### src/verilog/hpp_arb_pkg.sv
/*
 * hot page push arbiter package
 * AXI field widths, ID tag position and write owner type
 */
package hpp_arb_pkg;

    localparam int ID_W   = 12;
    localparam int ADDR_W = 64;
    localparam int DATA_W = 64;
    localparam int STRB_W = DATA_W / 8;   // one strobe per byte
    localparam int USER_W = 6;
    localparam int RESP_W = 2;

    // set on requests from hapb (write) or dst (read)
    localparam int ID_TAG_BIT = 11;

    // source holding the write data channel
    typedef enum logic {
        OWNER_HPPB = 1'b0,
        OWNER_HAPB = 1'b1
    } wr_owner_e;

endpackage
### src/verilog/hot_page_push_arbiter.sv
/*
 * hot page push arbiter top
 * shares one AXI4 write and one read port between the migration sources
 */
module hot_page_push_arbiter import hpp_arb_pkg::*; (
    input  logic              axi4_mm_clk,
    input  logic              rst,

    // AXI master side
    output logic [ID_W-1:0]   awid,
    output logic [ADDR_W-1:0] awaddr,
    output logic [USER_W-1:0] awuser,
    output logic              awvalid,
    input  logic              awready,
    output logic [DATA_W-1:0] wdata,
    output logic [STRB_W-1:0] wstrb,
    output logic              wlast,
    output logic              wvalid,
    input  logic              wready,
    input  logic [ID_W-1:0]   bid,
    input  logic [RESP_W-1:0] bresp,
    input  logic              bvalid,
    output logic              bready,
    output logic [ID_W-1:0]   arid,
    output logic [ADDR_W-1:0] araddr,
    output logic [USER_W-1:0] aruser,
    output logic              arvalid,
    input  logic              arready,
    input  logic [ID_W-1:0]   rid,
    input  logic [DATA_W-1:0] rdata,
    input  logic [RESP_W-1:0] rresp,
    input  logic              rvalid,
    output logic              rready,

    // hot address pusher, write only
    input  logic [ID_W-1:0]   hapb_awid,
    input  logic [ADDR_W-1:0] hapb_awaddr,
    input  logic [USER_W-1:0] hapb_awuser,
    input  logic              hapb_awvalid,
    output logic              hapb_awready,
    input  logic [DATA_W-1:0] hapb_wdata,
    input  logic [STRB_W-1:0] hapb_wstrb,
    input  logic              hapb_wlast,
    input  logic              hapb_wvalid,
    output logic              hapb_wready,
    output logic [ID_W-1:0]   hapb_bid,
    output logic [RESP_W-1:0] hapb_bresp,
    output logic              hapb_bvalid,
    input  logic              hapb_bready,

    // hot page pusher
    input  logic [ID_W-1:0]   hppb_awid,
    input  logic [ADDR_W-1:0] hppb_awaddr,
    input  logic [USER_W-1:0] hppb_awuser,
    input  logic              hppb_awvalid,
    output logic              hppb_awready,
    input  logic [DATA_W-1:0] hppb_wdata,
    input  logic [STRB_W-1:0] hppb_wstrb,
    input  logic              hppb_wlast,
    input  logic              hppb_wvalid,
    output logic              hppb_wready,
    output logic [ID_W-1:0]   hppb_bid,
    output logic [RESP_W-1:0] hppb_bresp,
    output logic              hppb_bvalid,
    input  logic              hppb_bready,
    input  logic [ID_W-1:0]   hppb_arid,
    input  logic [ADDR_W-1:0] hppb_araddr,
    input  logic [USER_W-1:0] hppb_aruser,
    input  logic              hppb_arvalid,
    output logic              hppb_arready,
    output logic [ID_W-1:0]   hppb_rid,
    output logic [DATA_W-1:0] hppb_rdata,
    output logic [RESP_W-1:0] hppb_rresp,
    output logic              hppb_rvalid,
    input  logic              hppb_rready,

    // destination fetcher, read only
    input  logic [ID_W-1:0]   hppb_dst_arid,
    input  logic [ADDR_W-1:0] hppb_dst_araddr,
    input  logic [USER_W-1:0] hppb_dst_aruser,
    input  logic              hppb_dst_arvalid,
    output logic              hppb_dst_arready,
    output logic [ID_W-1:0]   hppb_dst_rid,
    output logic [DATA_W-1:0] hppb_dst_rdata,
    output logic [RESP_W-1:0] hppb_dst_rresp,
    output logic              hppb_dst_rvalid,
    input  logic              hppb_dst_rready
);

    logic [DATA_W+RESP_W-1:0] dst_r_payload;    // {rdata, rresp}
    logic [DATA_W+RESP_W-1:0] hppb_r_payload;

    assign {hppb_dst_rdata, hppb_dst_rresp} = dst_r_payload;
    assign {hppb_rdata, hppb_rresp}         = hppb_r_payload;

    write_arbiter u_write_arbiter (
        .axi4_mm_clk  (axi4_mm_clk),
        .rst          (rst),
        .hapb_awid    (hapb_awid),
        .hapb_awaddr  (hapb_awaddr),
        .hapb_awuser  (hapb_awuser),
        .hapb_awvalid (hapb_awvalid),
        .hapb_awready (hapb_awready),
        .hapb_wdata   (hapb_wdata),
        .hapb_wstrb   (hapb_wstrb),
        .hapb_wlast   (hapb_wlast),
        .hapb_wvalid  (hapb_wvalid),
        .hapb_wready  (hapb_wready),
        .hppb_awid    (hppb_awid),
        .hppb_awaddr  (hppb_awaddr),
        .hppb_awuser  (hppb_awuser),
        .hppb_awvalid (hppb_awvalid),
        .hppb_awready (hppb_awready),
        .hppb_wdata   (hppb_wdata),
        .hppb_wstrb   (hppb_wstrb),
        .hppb_wlast   (hppb_wlast),
        .hppb_wvalid  (hppb_wvalid),
        .hppb_wready  (hppb_wready),
        .awid         (awid),
        .awaddr       (awaddr),
        .awuser       (awuser),
        .awvalid      (awvalid),
        .awready      (awready),
        .wdata        (wdata),
        .wstrb        (wstrb),
        .wlast        (wlast),
        .wvalid       (wvalid),
        .wready       (wready)
    );

    read_arbiter u_read_arbiter (
        .dst_arid     (hppb_dst_arid),
        .dst_araddr   (hppb_dst_araddr),
        .dst_aruser   (hppb_dst_aruser),
        .dst_arvalid  (hppb_dst_arvalid),
        .dst_arready  (hppb_dst_arready),
        .hppb_arid    (hppb_arid),
        .hppb_araddr  (hppb_araddr),
        .hppb_aruser  (hppb_aruser),
        .hppb_arvalid (hppb_arvalid),
        .hppb_arready (hppb_arready),
        .arid         (arid),
        .araddr       (araddr),
        .aruser       (aruser),
        .arvalid      (arvalid),
        .arready      (arready)
    );

    // B goes back to hapb when tagged
    resp_router #(.PAYLOAD_W(RESP_W)) u_b_router (
        .id            (bid),
        .payload       (bresp),
        .valid         (bvalid),
        .ready         (bready),
        .tag_id        (hapb_bid),
        .tag_payload   (hapb_bresp),
        .tag_valid     (hapb_bvalid),
        .tag_ready     (hapb_bready),
        .untag_id      (hppb_bid),
        .untag_payload (hppb_bresp),
        .untag_valid   (hppb_bvalid),
        .untag_ready   (hppb_bready)
    );

    // R goes back to the dst fetcher when tagged
    resp_router #(.PAYLOAD_W(DATA_W + RESP_W)) u_r_router (
        .id            (rid),
        .payload       ({rdata, rresp}),
        .valid         (rvalid),
        .ready         (rready),
        .tag_id        (hppb_dst_rid),
        .tag_payload   (dst_r_payload),
        .tag_valid     (hppb_dst_rvalid),
        .tag_ready     (hppb_dst_rready),
        .untag_id      (hppb_rid),
        .untag_payload (hppb_r_payload),
        .untag_valid   (hppb_rvalid),
        .untag_ready   (hppb_rready)
    );

endmodule

### src/verilog/resp_router.sv
/*
 * response router, splits one AXI response channel over two sinks
 * selected by the ID tag bit, tag bit cleared on the way back
 */
module resp_router import hpp_arb_pkg::*; #(
    parameter int PAYLOAD_W = RESP_W
) (
    input  logic [ID_W-1:0]      id,
    input  logic [PAYLOAD_W-1:0] payload,
    input  logic                 valid,
    output logic                 ready,

    output logic [ID_W-1:0]      tag_id,
    output logic [PAYLOAD_W-1:0] tag_payload,
    output logic                 tag_valid,
    input  logic                 tag_ready,

    output logic [ID_W-1:0]      untag_id,
    output logic [PAYLOAD_W-1:0] untag_payload,
    output logic                 untag_valid,
    input  logic                 untag_ready
);

    logic            is_tag;
    logic [ID_W-1:0] id_clr;   // id with the tag bit removed

    assign is_tag = id[ID_TAG_BIT];

    always_comb begin
        id_clr = id;
        id_clr[ID_TAG_BIT] = 1'b0;
    end

    assign tag_id        = id_clr;
    assign tag_payload   = payload;
    assign tag_valid     = valid && is_tag;
    assign untag_id      = id_clr;
    assign untag_payload = payload;
    assign untag_valid   = valid && !is_tag;

    // back-pressure from whichever sink the ID selects
    assign ready = is_tag ? tag_ready : untag_ready;

endmodule

### src/verilog/read_arbiter.sv
/*
 * read arbiter, dst fetcher over hppb on AR
 * winner is tagged in the ID so the R channel can be routed back
 */
module read_arbiter import hpp_arb_pkg::*; (
    input  logic [ID_W-1:0]   dst_arid,
    input  logic [ADDR_W-1:0] dst_araddr,
    input  logic [USER_W-1:0] dst_aruser,
    input  logic              dst_arvalid,
    output logic              dst_arready,

    input  logic [ID_W-1:0]   hppb_arid,
    input  logic [ADDR_W-1:0] hppb_araddr,
    input  logic [USER_W-1:0] hppb_aruser,
    input  logic              hppb_arvalid,
    output logic              hppb_arready,

    output logic [ID_W-1:0]   arid,
    output logic [ADDR_W-1:0] araddr,
    output logic [USER_W-1:0] aruser,
    output logic              arvalid,
    input  logic              arready
);

    always_comb begin
        if (dst_arvalid) begin
            arid   = dst_arid;
            araddr = dst_araddr;
            aruser = dst_aruser;
        end else begin
            arid   = hppb_arid;
            araddr = hppb_araddr;
            aruser = hppb_aruser;
        end
        arid[ID_TAG_BIT] = dst_arvalid;   // 1 marks dst

        arvalid      = dst_arvalid || hppb_arvalid;
        dst_arready  = arready && dst_arvalid;
        hppb_arready = arready && !dst_arvalid;
    end

endmodule

### src/verilog/write_arbiter.sv
/*
 * write arbiter, hapb over hppb on AW
 * W channel stays locked to the AW winner until its single beat is accepted
 */
module write_arbiter import hpp_arb_pkg::*; (
    input  logic              axi4_mm_clk,
    input  logic              rst,

    input  logic [ID_W-1:0]   hapb_awid,
    input  logic [ADDR_W-1:0] hapb_awaddr,
    input  logic [USER_W-1:0] hapb_awuser,
    input  logic              hapb_awvalid,
    output logic              hapb_awready,
    input  logic [DATA_W-1:0] hapb_wdata,
    input  logic [STRB_W-1:0] hapb_wstrb,
    input  logic              hapb_wlast,
    input  logic              hapb_wvalid,
    output logic              hapb_wready,

    input  logic [ID_W-1:0]   hppb_awid,
    input  logic [ADDR_W-1:0] hppb_awaddr,
    input  logic [USER_W-1:0] hppb_awuser,
    input  logic              hppb_awvalid,
    output logic              hppb_awready,
    input  logic [DATA_W-1:0] hppb_wdata,
    input  logic [STRB_W-1:0] hppb_wstrb,
    input  logic              hppb_wlast,
    input  logic              hppb_wvalid,
    output logic              hppb_wready,

    output logic [ID_W-1:0]   awid,
    output logic [ADDR_W-1:0] awaddr,
    output logic [USER_W-1:0] awuser,
    output logic              awvalid,
    input  logic              awready,

    output logic [DATA_W-1:0] wdata,
    output logic [STRB_W-1:0] wstrb,
    output logic              wlast,
    output logic              wvalid,
    input  logic              wready
);

    logic      wr_lock;    // address accepted, data beat pending
    wr_owner_e wr_owner;
    wr_owner_e aw_owner;   // current AW winner

    assign aw_owner = hapb_awvalid ? OWNER_HAPB : OWNER_HPPB;

    // address channel, fixed priority, closed while a data beat is pending
    always_comb begin
        if (aw_owner == OWNER_HAPB) begin
            awid   = hapb_awid;
            awaddr = hapb_awaddr;
            awuser = hapb_awuser;
        end else begin
            awid   = hppb_awid;
            awaddr = hppb_awaddr;
            awuser = hppb_awuser;
        end
        awid[ID_TAG_BIT] = (aw_owner == OWNER_HAPB);

        awvalid      = !wr_lock && (hapb_awvalid || hppb_awvalid);
        hapb_awready = !wr_lock && awready && (aw_owner == OWNER_HAPB);
        hppb_awready = !wr_lock && awready && hppb_awvalid && (aw_owner == OWNER_HPPB);
    end

    // data channel follows the registered owner
    always_comb begin
        if (wr_owner == OWNER_HAPB) begin
            wdata = hapb_wdata;
            wstrb = hapb_wstrb;
            wlast = hapb_wlast;
            wvalid = wr_lock && hapb_wvalid;
        end else begin
            wdata = hppb_wdata;
            wstrb = hppb_wstrb;
            wlast = hppb_wlast;
            wvalid = wr_lock && hppb_wvalid;
        end
        hapb_wready = wr_lock && wready && (wr_owner == OWNER_HAPB);
        hppb_wready = wr_lock && wready && (wr_owner == OWNER_HPPB);
    end

    always_ff @(posedge axi4_mm_clk) begin
        if (rst) begin
            wr_lock  <= 1'b0;
            wr_owner <= OWNER_HPPB;
        end else if (awvalid && awready) begin
            wr_lock  <= 1'b1;
            wr_owner <= aw_owner;
        end else if (wvalid && wready) begin
            wr_lock  <= 1'b0;   // beat taken, reopen AW
        end
    end

endmodule

### config.mk
export PLATFORM = sky130hd
export DESIGN_NAME = hot_page_push_arbiter
export DESIGN_NICKNAME = d
export VERILOG_FILES = /design/src/verilog/hpp_arb_pkg.sv /design/src/verilog/hot_page_push_arbiter.sv /design/src/verilog/resp_router.sv /design/src/verilog/read_arbiter.sv /design/src/verilog/write_arbiter.sv
export SDC_FILE = /design/constraint.sdc
export NUM_CORES = 1
export LEC_CHECK = 0
export BUFFER_PORTS_ARGS = -buffer_cell sky130_fd_sc_hd__buf_2
export CAP_MARGIN = 10
export CORE_AREA = 4 4 389 391
export DETAILED_ROUTE_END_ITERATION = 12
export DIE_AREA = 0 0 393 395
export HOLD_SLACK_MARGIN = 0.08
export PLACE_DENSITY = 0.3
export SLEW_MARGIN = 15
export SYNTH_ARGS = -nofsm -noshare
export SYNTH_HDL_FRONTEND = slang
export SYNTH_SLANG_ARGS = --single-unit
export TNS_END_PERCENT = 100
### constraint.sdc
create_clock -name axi4_mm_clk -period 1.5 [get_ports axi4_mm_clk]
set_input_delay 0 -clock axi4_mm_clk [delete_from_list [all_inputs] [get_ports axi4_mm_clk]]
set_output_delay 0 -clock axi4_mm_clk [all_outputs]
set_load 0.01 [all_outputs]
==> flow_summary.ini <==
[outcome]
status = complete, no violations

[floorplan]
io_pins = 1019
die_w_um = 393
std_cell_rows = 141
fp.dieH_um = 395
die_area_um2 = 155000
core_um2 = 147000
start_util = 0.0309

[global_routing]
grt_overflow = 0
grt_pass1_wl_um = 62700
antenna_found_initial = 51
grt_pass1_vias = 6522
grt_max_degree = 48
grt_use_total = 0.0606

[routing]
wl_per_cell_um = 17.1
ant_nets = 0
vias = 6319
vias_per_cell = 2.07
first_iter_violations = 251
dr.pass1.iters = 4
route.detailed.drc = 0
wirelength_um = 52000

[worst_setup_path]
cp_num_buf_inv = 2
required_ns = 1.50
path_cells = buf_12 -> mux2_2 -> buf_2
cp_num_cells = 3
r2r_cells = 4
worstSetupPathType = flip-flop to output port
crit_slowest_cell = mux2_2
crit_family = buffers and inverters
crit_path_end_kind = output port
cp_max_fo = 38
startpoint_type = flip-flop
arrival_ns = 1.43
slowest_delay_ns = 0.38

[placed_design]
dp_hpwl_um = 47900
port_buffers = 740
gp_congestion = 0.796

[sta]
setup_viol = 0
fin_hold_ws_ns = 0.180
fin_crit_sh = 0.951
slew_viol_final = 0
rsz0062_at_grt = no
fin_skew_ns = 0.00310
max_slew.worst_pin.slew_ns = 0.519
slew_headroom = 0.653
fmax_mhz = 701
hold_viol_final = 0
post-route-min-period_ns = 1.43
setup_tns_ns = 0

[worst_hold_path]
min_path_type = input pin to flip-flop
min_path_cells = 4

[final_layout]
area_delta_synth_final_pct = 124
drive_above_1_share = 0.886
fillers = 17500
finalNetCount = 1692

[clocking]
worstSkewPairLatency_ns = 0.22
clockBufferDepth = 2
htreeDepth = 1
cts-root-buf = clkbuf_16
path_clk_slew_ns = 0.03
cts_tree = yes
cts_buffers = 3
clock-sinks = 2

[power]
p_leak_uw = 0.00450
p_per_area_nw_per_um2 = 343
ir_worst_vdd_uv = 350

[run]
maxCapViolCount = 0

[yosys]
yosys_warnings = 0
syn_inst = 475
synth_seq_cells = 2
synth_area_um2 = 4560
syn_area_per_cell_um2 = 9.59
seq_area_frac_synth = 0.00879
netlist-cell-type-count = 20
==> routing by layer <==
layer	track usage	wire length [um]	vias to the layer above
li1	-	-	2742
met1	0.0625	17700	2899
met2	0.111	26000	538
met3	0.0333	7350	102
met4	0.00650	688	38
met5	0	265	-
==> cells in the mapped netlist, drive strengths merged <==
cell	n	area, um2
mux2	237	2770
buf	213	1610
nor2	6	22.5
nor2b	4	25.0
and2	3	18.8
dfxtp	2	40.0
a21oi	1	5.00
and3	1	6.26
and3b	1	8.76
conb	1	3.75
mux2i	1	10.0
nand2	1	3.75
nand3b	1	7.51
o21a	1	7.51
o22ai	1	6.26
or2	1	6.26
==> sequential cells by signal (all words and copies together), names as in the netlist <==
name,count
u_write_arbiter.wr_lock,1
u_write_arbiter.wr_owner,1
==> through the flow <==
stage               cells  total power (uW)  worst slack (ns)  area, um2    util
floorplan             478              1690             0.482       4570       -
global placement     2943              2700             0.293       9220  0.0625
detailed placement   2943              2700             0.293       9220  0.0625
CTS                  3038              3570            0.0548      10200  0.0692
global route         3040              3730            0.0262      10200  0.0692
finish               3047              3510            0.0732      10200  0.0693
==> logic make-up after synthesis <==
group	count (synthesis)	synth area share
mux	238	0.610
buf+inv	213	0.354
simple gates	18	0.0217
compound gates	3	0.00412
flops	2	0.00879
other cells	1	0.000823
==> cell usage in the layout, fill, tap and decap left out, types with 3 or more instances in the layout <==
cell type | synthesis | routed
conb_1 | 1 | 4
diode_2 | 0 | 9
and2_1 | 3 | 3
mux2_2 | 202 | 202
nor2_1 | 6 | 6
nor2b_1 | 4 | 4
dlygate4sd3_1 | 0 | 91
buf_4 | 194 | 4
mux2_1 | 8 | 8
mux2_4 | 27 | 27
clkbuf_16 | 0 | 3
buf_12 | 0 | 6
buf_2 | 9 | 738
==> what timing repair did <==
action | in CTS | in global routing
hold buffers | 91 | 0
buffers inserted | 0 | 0
gates resized for setup | 0 | 0
hold endpoints to repair | 182 | 0
==> worst paths after layout <==
path | from | end | slack (ns)
worst max-delay path | u_write_arbiter.wr_owner | wdata[17] | 0.07
worst min register to register | u_write_arbiter.wr_lock | u_write_arbiter.wr_lock | 0.61
worst max register to register | u_write_arbiter.wr_owner | u_write_arbiter.wr_lock | 0.35
worst min-delay path | awready | u_write_arbiter.wr_owner | 0.18
==> worst min-delay path, stage by stage <==
cell and delay (ns):
buf_2 0.11, nand3b_1 0.09, a21oi_1 0.09, nor2_1 0.07
==> layout make-up <==
class / count / area [um2] / share of cell area
clock buffer: 4 / 78.8 / 0.00771
multi-input combinational: 263 / 2910 / 0.285
timing repair buffer: 839 / 4750 / 0.465
sequential: 2 / 43.8 / 0.00428
antenna: 9 / 22.5 / 0.00220
tap: 1930 / 2410 / 0.236
==> power breakdown <==
part	switching, uW	internal, uW	total (uW)
clock network	63.8	350	414
registers	7.23	57.4	64.6
logic	1520	1510	3030
No activity file was read; power rests on OpenSTA's default activity.
